===== config.mk =====
export PLATFORM = sky130hd
export DESIGN_NAME = debug_system
export DESIGN_NICKNAME = d
export VERILOG_FILES = /design/src/rtl/dii_package.sv /design/src/rtl/flit_length_counter.sv /design/src/rtl/dii_packet_buffer.sv /design/src/rtl/osd_him.sv /design/src/rtl/scm_request_fsm.sv /design/src/rtl/osd_scm.sv /design/src/rtl/debug_ring_router.sv /design/src/rtl/debug_system.sv
export SDC_FILE = /design/constraint.sdc
export NUM_CORES = 1
export LEC_CHECK = 0
export BUFFER_PORTS_ARGS = -buffer_cell sky130_fd_sc_hd__buf_2
export CORE_MARGIN = 8
export CORE_UTILIZATION = 29
export CTS_BUF_LIST = sky130_fd_sc_hd__clkbuf_2 sky130_fd_sc_hd__clkbuf_4 sky130_fd_sc_hd__clkbuf_8
export CTS_CLUSTER_DIAMETER = 120
export DETAILED_ROUTE_END_ITERATION = 7
export PLACE_DENSITY = 0.44
export REMOVE_ABC_BUFFERS = 1
export SYNTH_ARGS = -nofsm -noshare
export SYNTH_HDL_FRONTEND = slang
export SYNTH_SLANG_ARGS = --single-unit

===== constraint.sdc =====
create_clock -name clk -period 2.9 [get_ports clk]
set_input_delay 0.29 -clock clk [delete_from_list [all_inputs] [get_ports clk]]
set_output_delay 0.29 -clock clk [all_outputs]
set_load 0.02 [all_outputs]

===== src/rtl/dii_package.sv =====
package dii_package;

   typedef logic [15:0] dii_word_t;
   typedef logic [9:0]  dii_id_t;
   typedef logic [4:0]  pkt_len_t;                 // flit count of at most 16

   typedef struct packed {
      logic      valid;
      logic      last;
      dii_word_t data;
   } dii_flit;

   // packet type carried in flit 2
   typedef enum logic [15:0] {
      REQ_READ   = 16'h0000,
      REQ_WRITE  = 16'h0001,
      RESP_READ  = 16'h0002,
      RESP_WRITE = 16'h0003,
      RESP_ERROR = 16'h0004
   } pkt_type_e;

   typedef enum logic [3:0] {
      IDLE,
      SRC,
      TYPE,
      ADDR,
      WDATA,
      SKIP,
      R_DEST,
      R_SRC,
      R_TYPE,
      R_DATA
   } scm_state_e;

   localparam dii_word_t SCM_ADDR_MODTYPE = 16'd0;
   localparam dii_word_t SCM_ADDR_SYSID   = 16'd1;
   localparam dii_word_t SCM_ADDR_NUMMOD  = 16'd2;
   localparam dii_word_t SCM_ADDR_CTRL    = 16'd3;

   localparam dii_word_t SCM_MOD_TYPE     = 16'h0001;

endpackage


===== src/rtl/flit_length_counter.sv =====
`timescale 1ns/1ns

module flit_length_counter (
   input  logic                  clk,
   input  logic                  reset,
   input  logic                  load,
   input  dii_package::pkt_len_t load_value,
   input  logic                  step,
   output dii_package::pkt_len_t count,
   output logic                  final_word
);

   always_ff @(posedge clk) begin
      if (reset) begin
         count <= '0;
      end else if (load) begin
         count <= load_value;
      end else if (step && count != 5'd0) begin
         count <= count - 5'd1;                    // one word consumed
      end
   end

   assign final_word = (count == 5'd1);

endmodule


===== src/rtl/dii_packet_buffer.sv =====
`timescale 1ns/1ns

module dii_packet_buffer #(
   parameter int MAX_PKT_LEN = 16
) (
   input  logic                  clk,
   input  logic                  reset,
   input  dii_package::dii_flit  in_flit,
   output logic                  in_ready,
   output dii_package::dii_flit  out_flit,
   input  logic                  out_ready,
   output logic                  packet_ready,
   output dii_package::pkt_len_t packet_len
);
   import dii_package::*;

   localparam int AW = $clog2(MAX_PKT_LEN);

   dii_word_t              mem_data [MAX_PKT_LEN];
   logic [MAX_PKT_LEN-1:0] mem_last;
   logic [AW-1:0]          wr_ptr;
   logic [AW-1:0]          rd_ptr;
   logic [AW:0]            fill;
   pkt_len_t               wr_count;               // flits of the packet being written
   logic                   wr_en;
   logic                   rd_en;

   function automatic logic [AW-1:0] next_ptr(input logic [AW-1:0] ptr);
      return (ptr == AW'(MAX_PKT_LEN - 1)) ? '0 : ptr + 1'b1;
   endfunction

   // a complete packet blocks further writes until it is drained
   assign in_ready       = (fill != (AW+1)'(MAX_PKT_LEN)) && !packet_ready;
   assign wr_en          = in_flit.valid && in_ready;
   assign out_flit.valid = (fill != '0);
   assign out_flit.last  = mem_last[rd_ptr];
   assign out_flit.data  = mem_data[rd_ptr];
   assign rd_en          = out_flit.valid && out_ready;

   always_ff @(posedge clk) begin
      if (wr_en) begin
         mem_data[wr_ptr] <= in_flit.data;
         mem_last[wr_ptr] <= in_flit.last;
      end
      if (wr_en && in_flit.last) begin
         packet_len <= wr_count + 5'd1;
      end
   end

   always_ff @(posedge clk) begin
      if (reset) begin
         wr_ptr       <= '0;
         rd_ptr       <= '0;
         fill         <= '0;
         wr_count     <= '0;
         packet_ready <= 1'b0;
      end else begin
         if (wr_en) begin
            wr_ptr   <= next_ptr(wr_ptr);
            wr_count <= in_flit.last ? 5'd0 : wr_count + 5'd1;
         end
         if (rd_en) begin
            rd_ptr <= next_ptr(rd_ptr);
         end
         fill <= fill + (AW+1)'(wr_en) - (AW+1)'(rd_en);
         if (wr_en && in_flit.last) begin
            packet_ready <= 1'b1;
         end else if (rd_en && out_flit.last) begin
            packet_ready <= 1'b0;
         end
      end
   end

endmodule


===== src/rtl/osd_him.sv =====
`timescale 1ns/1ns

module osd_him #(
   parameter int MAX_PKT_LEN = 16
) (
   input  logic                   clk,
   input  logic                   reset,
   input  dii_package::dii_word_t host_in_data,
   input  logic                   host_in_valid,
   output logic                   host_in_ready,
   output dii_package::dii_word_t host_out_data,
   output logic                   host_out_valid,
   input  logic                   host_out_ready,
   output dii_package::dii_flit   dii_out,
   input  logic                   dii_out_ready,
   input  dii_package::dii_flit   dii_in,
   output logic                   dii_in_ready
);
   import dii_package::*;

   pkt_len_t in_count;
   logic     in_final;
   logic     in_body;
   logic     in_xfer;
   pkt_len_t out_count;
   logic     out_body;
   logic     out_xfer;
   dii_flit  buf_flit;
   logic     buf_ready;
   logic     packet_ready;
   pkt_len_t packet_len;

   // host to ring path where a nonzero count means flit words follow
   assign in_body       = (in_count != 5'd0);
   assign host_in_ready = !in_body || !dii_out.valid || dii_out_ready;
   assign in_xfer       = host_in_valid && host_in_ready;

   flit_length_counter u_in_counter (
      .clk        (clk),
      .reset      (reset),
      .load       (in_xfer && !in_body),
      .load_value (host_in_data[4:0]),
      .step       (in_xfer && in_body),
      .count      (in_count),
      .final_word (in_final)
   );

   always_ff @(posedge clk) begin
      if (reset) begin
         dii_out.valid <= 1'b0;
      end else if (in_xfer && in_body) begin
         dii_out <= '{valid: 1'b1, last: in_final, data: host_in_data};
      end else if (dii_out_ready) begin
         dii_out.valid <= 1'b0;
      end
   end

   // ring to host path sends the length word once the whole packet is buffered
   dii_packet_buffer #(
      .MAX_PKT_LEN (MAX_PKT_LEN)
   ) u_buffer (
      .clk          (clk),
      .reset        (reset),
      .in_flit      (dii_in),
      .in_ready     (dii_in_ready),
      .out_flit     (buf_flit),
      .out_ready    (buf_ready),
      .packet_ready (packet_ready),
      .packet_len   (packet_len)
   );

   assign out_body       = (out_count != 5'd0);
   assign host_out_valid = out_body ? buf_flit.valid : packet_ready;
   assign host_out_data  = out_body ? buf_flit.data : {11'b0, packet_len};
   assign out_xfer       = host_out_valid && host_out_ready;
   assign buf_ready      = host_out_ready && out_body;

   flit_length_counter u_out_counter (
      .clk        (clk),
      .reset      (reset),
      .load       (out_xfer && !out_body),
      .load_value (packet_len),
      .step       (out_xfer && out_body),
      .count      (out_count),
      .final_word ()
   );

endmodule


===== src/rtl/scm_request_fsm.sv =====
`timescale 1ns/1ns

module scm_request_fsm (
   input  logic                   clk,
   input  logic                   reset,
   input  dii_package::dii_id_t   id,
   input  dii_package::dii_flit   debug_in,
   output logic                   debug_in_ready,
   output dii_package::dii_flit   debug_out,
   input  logic                   debug_out_ready,
   output dii_package::dii_word_t reg_addr,
   output dii_package::dii_word_t reg_wdata,
   output logic                   reg_write,
   input  dii_package::dii_word_t reg_rdata,
   input  logic                   reg_valid
);
   import dii_package::*;

   scm_state_e state;
   dii_word_t  resp_dest;                          // source of the request
   dii_word_t  req_type;
   pkt_type_e  resp_type;
   dii_word_t  resp_data;
   logic       in_xfer;
   logic       out_free;
   logic       is_write;

   assign debug_in_ready = (state inside {IDLE, SRC, TYPE, ADDR, WDATA, SKIP});
   assign in_xfer        = debug_in.valid && debug_in_ready;
   assign out_free       = !debug_out.valid || debug_out_ready;
   assign is_write       = (req_type == REQ_WRITE);

   // the register access happens on the edge that sends the response header
   assign reg_write = (state == R_DEST) && out_free && is_write;

   always_ff @(posedge clk) begin
      if (reset) begin
         state           <= IDLE;
         debug_out.valid <= 1'b0;
      end else begin
         if (debug_out_ready) begin
            debug_out.valid <= 1'b0;
         end
         case (state)
            IDLE: begin
               if (in_xfer && !debug_in.last) begin
                  state <= SRC;
               end
            end
            SRC: begin
               if (in_xfer) begin
                  resp_dest <= debug_in.data;
                  state     <= debug_in.last ? IDLE : TYPE;
               end
            end
            TYPE: begin
               if (in_xfer) begin
                  req_type <= debug_in.data;
                  state    <= debug_in.last ? IDLE : ADDR;
               end
            end
            ADDR: begin
               if (in_xfer) begin
                  reg_addr <= debug_in.data;
                  if (is_write) begin
                     state <= debug_in.last ? IDLE : WDATA;   // write without data
                  end else begin
                     state <= debug_in.last ? R_DEST : SKIP;
                  end
               end
            end
            WDATA: begin
               if (in_xfer) begin
                  reg_wdata <= debug_in.data;
                  state     <= debug_in.last ? R_DEST : SKIP;
               end
            end
            SKIP: begin
               if (in_xfer && debug_in.last) begin
                  state <= R_DEST;
               end
            end
            R_DEST: begin
               if (out_free) begin
                  debug_out <= '{valid: 1'b1, last: 1'b0, data: resp_dest};
                  resp_data <= reg_rdata;
                  if (!reg_valid || !(is_write || req_type == REQ_READ)) begin
                     resp_type <= RESP_ERROR;
                  end else if (is_write) begin
                     resp_type <= RESP_WRITE;
                  end else begin
                     resp_type <= RESP_READ;
                  end
                  state <= R_SRC;
               end
            end
            R_SRC: begin
               if (out_free) begin
                  debug_out <= '{valid: 1'b1, last: 1'b0, data: {6'b0, id}};
                  state     <= R_TYPE;
               end
            end
            R_TYPE: begin
               if (out_free) begin
                  debug_out <= '{valid: 1'b1, last: resp_type != RESP_READ, data: resp_type};
                  state     <= (resp_type == RESP_READ) ? R_DATA : IDLE;
               end
            end
            R_DATA: begin
               if (out_free) begin
                  debug_out <= '{valid: 1'b1, last: 1'b1, data: resp_data};
                  state     <= IDLE;
               end
            end
            default: state <= IDLE;
         endcase
      end
   end

endmodule


===== src/rtl/osd_scm.sv =====
`timescale 1ns/1ns

module osd_scm #(
   parameter dii_package::dii_word_t SYSTEM_ID = 16'hdead,
   parameter dii_package::dii_word_t NUM_MOD   = 16'd3
) (
   input  logic                 clk,
   input  logic                 reset,
   input  dii_package::dii_id_t id,
   input  dii_package::dii_flit debug_in,
   output logic                 debug_in_ready,
   output dii_package::dii_flit debug_out,
   input  logic                 debug_out_ready,
   output logic                 sys_rst,
   output logic                 cpu_rst
);
   import dii_package::*;

   dii_word_t  reg_addr;
   dii_word_t  reg_wdata;
   dii_word_t  reg_rdata;
   logic       reg_write;
   logic       reg_valid;
   logic [1:0] ctrl;                               // cpu reset, system reset

   scm_request_fsm u_request_fsm (
      .clk             (clk),
      .reset           (reset),
      .id              (id),
      .debug_in        (debug_in),
      .debug_in_ready  (debug_in_ready),
      .debug_out       (debug_out),
      .debug_out_ready (debug_out_ready),
      .reg_addr        (reg_addr),
      .reg_wdata       (reg_wdata),
      .reg_write       (reg_write),
      .reg_rdata       (reg_rdata),
      .reg_valid       (reg_valid)
   );

   always_comb begin
      reg_rdata = '0;
      reg_valid = !reg_write;                      // identification registers are read only
      case (reg_addr)
         SCM_ADDR_MODTYPE: reg_rdata = SCM_MOD_TYPE;
         SCM_ADDR_SYSID:   reg_rdata = SYSTEM_ID;
         SCM_ADDR_NUMMOD:  reg_rdata = NUM_MOD;
         SCM_ADDR_CTRL: begin
            reg_rdata = {14'b0, ctrl};
            reg_valid = 1'b1;
         end
         default: reg_valid = 1'b0;
      endcase
   end

   always_ff @(posedge clk) begin
      if (reset) begin
         ctrl <= 2'b00;
      end else if (reg_write && reg_addr == SCM_ADDR_CTRL) begin
         ctrl <= reg_wdata[1:0];
      end
   end

   assign sys_rst = ctrl[0];
   assign cpu_rst = ctrl[1];

endmodule


===== src/rtl/debug_ring_router.sv =====
`timescale 1ns/1ns

module debug_ring_router (
   input  logic                 clk,
   input  logic                 reset,
   input  dii_package::dii_id_t id,
   input  dii_package::dii_flit ring_in,
   output logic                 ring_in_ready,
   output dii_package::dii_flit ring_out,
   input  logic                 ring_out_ready,
   input  dii_package::dii_flit local_in,
   output logic                 local_in_ready,
   output dii_package::dii_flit local_out,
   input  logic                 local_out_ready
);

   logic in_mid;                                   // ring input inside a packet
   logic route_local;
   logic out_busy;                                 // ring output inside a packet
   logic grant_local;                              // current or most recent owner
   logic ring_is_local;
   logic sel_local;
   logic rout_free;
   logic lout_free;
   logic ring_xfer;
   logic local_xfer;
   logic fwd_xfer;

   assign ring_is_local = in_mid ? route_local : (ring_in.data[9:0] == id);
   assign rout_free     = !ring_out.valid || ring_out_ready;
   assign lout_free     = !local_out.valid || local_out_ready;

   // at a packet boundary the injector wins unless it had the last grant
   assign sel_local = out_busy ? grant_local :
                      local_in.valid && (!(ring_in.valid && !ring_is_local) || !grant_local);

   assign ring_in_ready  = ring_is_local ? lout_free : (rout_free && !sel_local);
   assign local_in_ready = rout_free && sel_local;
   assign ring_xfer      = ring_in.valid && ring_in_ready;
   assign local_xfer     = local_in.valid && local_in_ready;
   assign fwd_xfer       = ring_xfer && !ring_is_local;

   always_ff @(posedge clk) begin
      if (reset) begin
         ring_out.valid  <= 1'b0;
         local_out.valid <= 1'b0;
         in_mid          <= 1'b0;
         route_local     <= 1'b0;
         out_busy        <= 1'b0;
         grant_local     <= 1'b0;
      end else begin
         if (ring_out_ready) begin
            ring_out.valid <= 1'b0;
         end
         if (local_out_ready) begin
            local_out.valid <= 1'b0;
         end
         if (ring_xfer) begin
            in_mid      <= !ring_in.last;
            route_local <= ring_is_local;
         end
         if (ring_xfer && ring_is_local) begin
            local_out <= ring_in;
         end
         if (fwd_xfer) begin
            ring_out <= ring_in;
            out_busy <= !ring_in.last;
         end else if (local_xfer) begin
            ring_out <= local_in;
            out_busy <= !local_in.last;
         end
         if (fwd_xfer || local_xfer) begin
            grant_local <= sel_local;
         end
      end
   end

endmodule


===== src/rtl/debug_system.sv =====
`timescale 1ns/1ns

module debug_system #(
   parameter int                     MAX_PKT_LEN = 16,
   parameter dii_package::dii_word_t SYSTEM_ID   = 16'hdead,
   parameter dii_package::dii_word_t NUM_MOD     = 16'd3
) (
   input  logic                   clk,
   input  logic                   reset,
   input  dii_package::dii_word_t host_in_data,
   input  logic                   host_in_valid,
   output logic                   host_in_ready,
   output dii_package::dii_word_t host_out_data,
   output logic                   host_out_valid,
   input  logic                   host_out_ready,
   input  dii_package::dii_flit   ring_in,
   output logic                   ring_in_ready,
   output dii_package::dii_flit   ring_out,
   input  logic                   ring_out_ready,
   output logic                   sys_rst,
   output logic                   cpu_rst
);
   import dii_package::*;

   dii_flit him_out;
   logic    him_out_ready;
   dii_flit him_in;
   logic    him_in_ready;
   dii_flit scm_out;
   logic    scm_out_ready;
   dii_flit scm_in;
   logic    scm_in_ready;
   dii_flit ring_mid;                              // router_him to router_scm
   logic    ring_mid_ready;

   osd_him #(
      .MAX_PKT_LEN (MAX_PKT_LEN)
   ) u_him (
      .clk            (clk),
      .reset          (reset),
      .host_in_data   (host_in_data),
      .host_in_valid  (host_in_valid),
      .host_in_ready  (host_in_ready),
      .host_out_data  (host_out_data),
      .host_out_valid (host_out_valid),
      .host_out_ready (host_out_ready),
      .dii_out        (him_out),
      .dii_out_ready  (him_out_ready),
      .dii_in         (him_in),
      .dii_in_ready   (him_in_ready)
   );

   osd_scm #(
      .SYSTEM_ID (SYSTEM_ID),
      .NUM_MOD   (NUM_MOD)
   ) u_scm (
      .clk             (clk),
      .reset           (reset),
      .id              (10'd1),
      .debug_in        (scm_in),
      .debug_in_ready  (scm_in_ready),
      .debug_out       (scm_out),
      .debug_out_ready (scm_out_ready),
      .sys_rst         (sys_rst),
      .cpu_rst         (cpu_rst)
   );

   debug_ring_router router_him (
      .clk             (clk),
      .reset           (reset),
      .id              (10'd0),
      .ring_in         (ring_in),
      .ring_in_ready   (ring_in_ready),
      .ring_out        (ring_mid),
      .ring_out_ready  (ring_mid_ready),
      .local_in        (him_out),
      .local_in_ready  (him_out_ready),
      .local_out       (him_in),
      .local_out_ready (him_in_ready)
   );

   debug_ring_router router_scm (
      .clk             (clk),
      .reset           (reset),
      .id              (10'd1),
      .ring_in         (ring_mid),
      .ring_in_ready   (ring_mid_ready),
      .ring_out        (ring_out),
      .ring_out_ready  (ring_out_ready),
      .local_in        (scm_out),
      .local_in_ready  (scm_out_ready),
      .local_out       (scm_in),
      .local_out_ready (scm_in_ready)
   );

endmodule


==> impl_metrics.csv <==
group,metric,value,unit
place,numPlacedInstances,2010,
timing,hold_violations,0,
route,drt-initial-drc-count,642,
power,total_leakage_power,7.758,nW
clock_network,tritoncts,"built",
clock_network,htreeDepth,3,
global_route,antenna_found_initial,3,
timing,fin_hold_ws,0.1975,ns
yosys,yosys_warnings,0,
yosys,synthTopCellsByCount,"435 x edfxtp_1, 84 x mux4_2, 65 x nor2_1",
hold_path,worstHoldStart,"ring_out_ready",
global_route,grt_pass1_vias,10887,
yosys,synth_top_flop_cell,"edfxtp_1",
yosys,synth_top_area_frac,0.6877,
route,viasPerCell,4.634,
power,p_total,17.75,mW
yosys,yosys.area.top_type,"edfxtp_1",
run,maxCapViolations,0,
floorplan,rows,94,
critical_path,worst-setup-path-type,"reg -> out",
power,powerDensity,758.0,nW/um^2
yosys,synth_edf_count,435,
global_route,track_usage,0.1278,
critical_path,crit_chain,"buf_12 > buf_8 > mux4_2 > mux4_2 > mux2_4 > buf_6",
route,dr.pass1.iters,4,
yosys,synth_cells,1051,
critical_path,start_kind,"flip-flop",
route,vias,10315,
timing,slew_headroom,0.4641,
timing,setup_viol,16,
place,routabilityCongestion,0.7896,
floorplan,die-area,73950,um^2
yosys,syn_area_per_cell,18.07,um^2
final_layout,drive_gt1_frac,0.3221,
timing,fmax,323.1,MHz
critical_path,rr_endpoint,"u_him.u_buffer.fill[4]",
power,peakVddDrop,307.3,uV
critical_path,endpoint_kind,"output port",
route,drt-wirelength-per-cell,21.35,um
critical_path,r2r_slack,0.15,ns
clock_network,cts-root-buf,"clkbuf_8",
floorplan,die_h,271.9,um
final_layout,nNetsFinal,1349,
hold_path,min_path_type,"in -> reg",
final_layout,syn_to_final_growth,23.25,%
timing,fin_crit_sh,1.067,
yosys,synthArstFlopShare,0,
yosys,ys_seq_area_frac,0.7435,
place,dp_hpwl,30370,um
floorplan,io_pins,78,
timing,fin_crit,3.095,ns
place,port_buffers,77,
yosys,synth_area_leaders,"edfxtp_1 69%, mux4_2 10%, dfxtp_1 5.6%",
timing,fin_ws,-0.1950,ns
timing,setup_tns,-2.047,ns
timing,finalMaxSlewViolations,0,
critical_path,critPathMaxFanout,9,
critical_path,crit_top_cell,"mux4_2",
global_route,grt_pass1_wl,71590,um
timing,finClkSkew,0.04064,ns
global_route,grt-ovfl-total,0,
yosys,synth.most_common_cell,"edfxtp_1",
floorplan,die-width,271.9,um
hold_path,whs_endpoint,"router_scm.ring_out[17]",
clock_network,clock_latency,0.65,ns
timing,worst_pin_slew,0.7928,ns
critical_path,r2r_cells,16,
timing,rsz0062_at_grt,"yes",
clock_network,cts.sinks,488,
global_route,grt_max_degree,38,
floorplan,start_util,0.2910,
route,drc,0,
critical_path,critPathRequiredTime,2.61,ns
hold_path,hold_depth,3,
floorplan,core,65280,um^2
clock_network,cts_buffers,84,
run_status,violations,"negative setup slack",
yosys,ys_seq_elements,488,
critical_path,slowest_stage,"mux4_2",
final_layout,layout.cells.non_filler,2226,
yosys,synthesis.area,19000,um^2
yosys,ys_types,72,
clock_network,clockBufferDepth,3,
route,finalWirelength,47530,um
critical_path,cpPeakStageDelay,0.57,ns
clock_network,path_clk_slew,0.06,ns
critical_path,regToRegStartpoint,"u_him.u_out_counter.count[1]",
route,antenna_left,0,
run_status,status,"complete, but fails checks",
critical_path,critPathArrivalTime,2.81,ns
cell type report:
type	count	area (um^2)
Antenna cell	2	5.005
Clock inverter	37	209.0
Tap cell	864	1081
Timing Repair Buffer	204	1750
Sequential cell	488	14130
Multi-Input combinational cell	487	4697
Fill cell	6145	41860
Clock buffer	115	1433
Inverter	29	108.9
power by group:
part	leakage, nW	total [mW]	internal (mW)	switching, mW
Clock	0.877	6.06	3.30	2.77
Sequential	4.33	7.98	7.80	0.178
Combinational	2.55	3.70	1.94	1.77
Total	7.76	17.7	13.0	4.71
metrics by stage:
step | utilization | worst slack, ns | cell area, um^2
floorplan | - | -1.544 | 18790
global placement | 0.3209 | 0.04602 | 20950
detailed placement | 0.3209 | 0.05103 | 20950
CTS | 0.3570 | -0.2793 | 23300
global route | 0.3586 | -0.2796 | 23410
finish | 0.3587 | -0.1950 | 23410
metal layers:
metal / global-route usage / share of wire / up-vias
li1: - / - / 4708
met4: 0.04695 / 0.024 / 2
met1: 0.1785 / 0.47 / 5298
met3: 0.02534 / 0.043 / 72
met2: 0.1964 / 0.46 / 235
met5: 0 / 0.00027 / -
flip-flops by register name (all words and copies together), names as in the netlist, 2 cells and up, named ones only:
name                           cells
u_him.u_buffer.mem_data          256
router_him.local_out              18
router_him.ring_out               18
router_scm.local_out              18
router_scm.ring_out               18
u_him.dii_out                     18
u_scm.u_request_fsm.debug_out     18
u_him.u_buffer.mem_last           16
u_scm.u_request_fsm.reg_addr      16
u_scm.u_request_fsm.req_type      16
u_scm.u_request_fsm.resp_dest     16
u_him.u_buffer.fill                5
u_him.u_buffer.packet_len          5
u_him.u_buffer.wr_count            5
u_him.u_in_counter.count           5
u_him.u_out_counter.count          5
u_him.u_buffer.rd_ptr              4
u_him.u_buffer.wr_ptr              4
u_scm.u_request_fsm.state          4
u_scm.u_request_fsm.resp_data      3
u_scm.u_request_fsm.resp_type      3
u_scm.ctrl                         2
u_scm.u_request_fsm.reg_wdata      2
cells by family after synthesis:
group                    after synthesis  share of synthesized area
AO/OA/AOI/OAI                        141                    0.05421
XOR/XNOR                              11                   0.005072
adder cells (fa/ha/maj)               16                    0.01093
buffers and inverters                 76                    0.01666
flip-flops                           488                     0.7435
multiplexers                          96                     0.1070
AND/OR/NAND/NOR                      223                    0.06257
placed cells by master, fill, tap and decap left out, drive strengths merged, types with 12 or more instances in the layout:
cell type,n
a21o,12
a21oi,31
a22o,34
buf,166
clkbuf,116
clkinv,35
dfxtp,53
dlygate4sd3,37
edfxtp,435
ha,15
inv,29
mux4,84
nand2,48
nand2b,12
nor2,66
nor2b,14
nor3,23
nor4,12
o21ai,17
worst max-delay path, delay by kind of cell (launching register included):
kind     cells  cell delay [ns]
mux          3             1.38
flops        1             0.37
buf+inv      3             0.41
worst max path at each step:
stage	startpoint	to	slack, ns
2_1_floorplan	flip-flop	host_out_data[0]	-1.54
3_3_place_gp	u_him.u_out_counter.count[0]	u_him.u_buffer.fill[4]	0.05
3_5_place_dp	u_him.u_out_counter.count[0]	u_him.u_buffer.fill[4]	0.05
4_1_cts	flip-flop	host_out_data[3]	-0.28
5_1_grt	flip-flop	host_out_data[3]	-0.28
6_report	flip-flop	host_out_data[3]	-0.20
repair_timing:
| item | CTS | global route |
|---|---|---|
| gates resized for setup | 46 | 11 |
| hold endpoints to repair | 54 | 0 |
| gates cloned | 1 | 1 |
| hold buffers | 37 | 0 |
| pin swaps | 1 | 2 |
| buffers inserted | 17 | 6 |
| setup endpoints to repair | 19 | 18 |
Power figures use the tool's default switching activity.
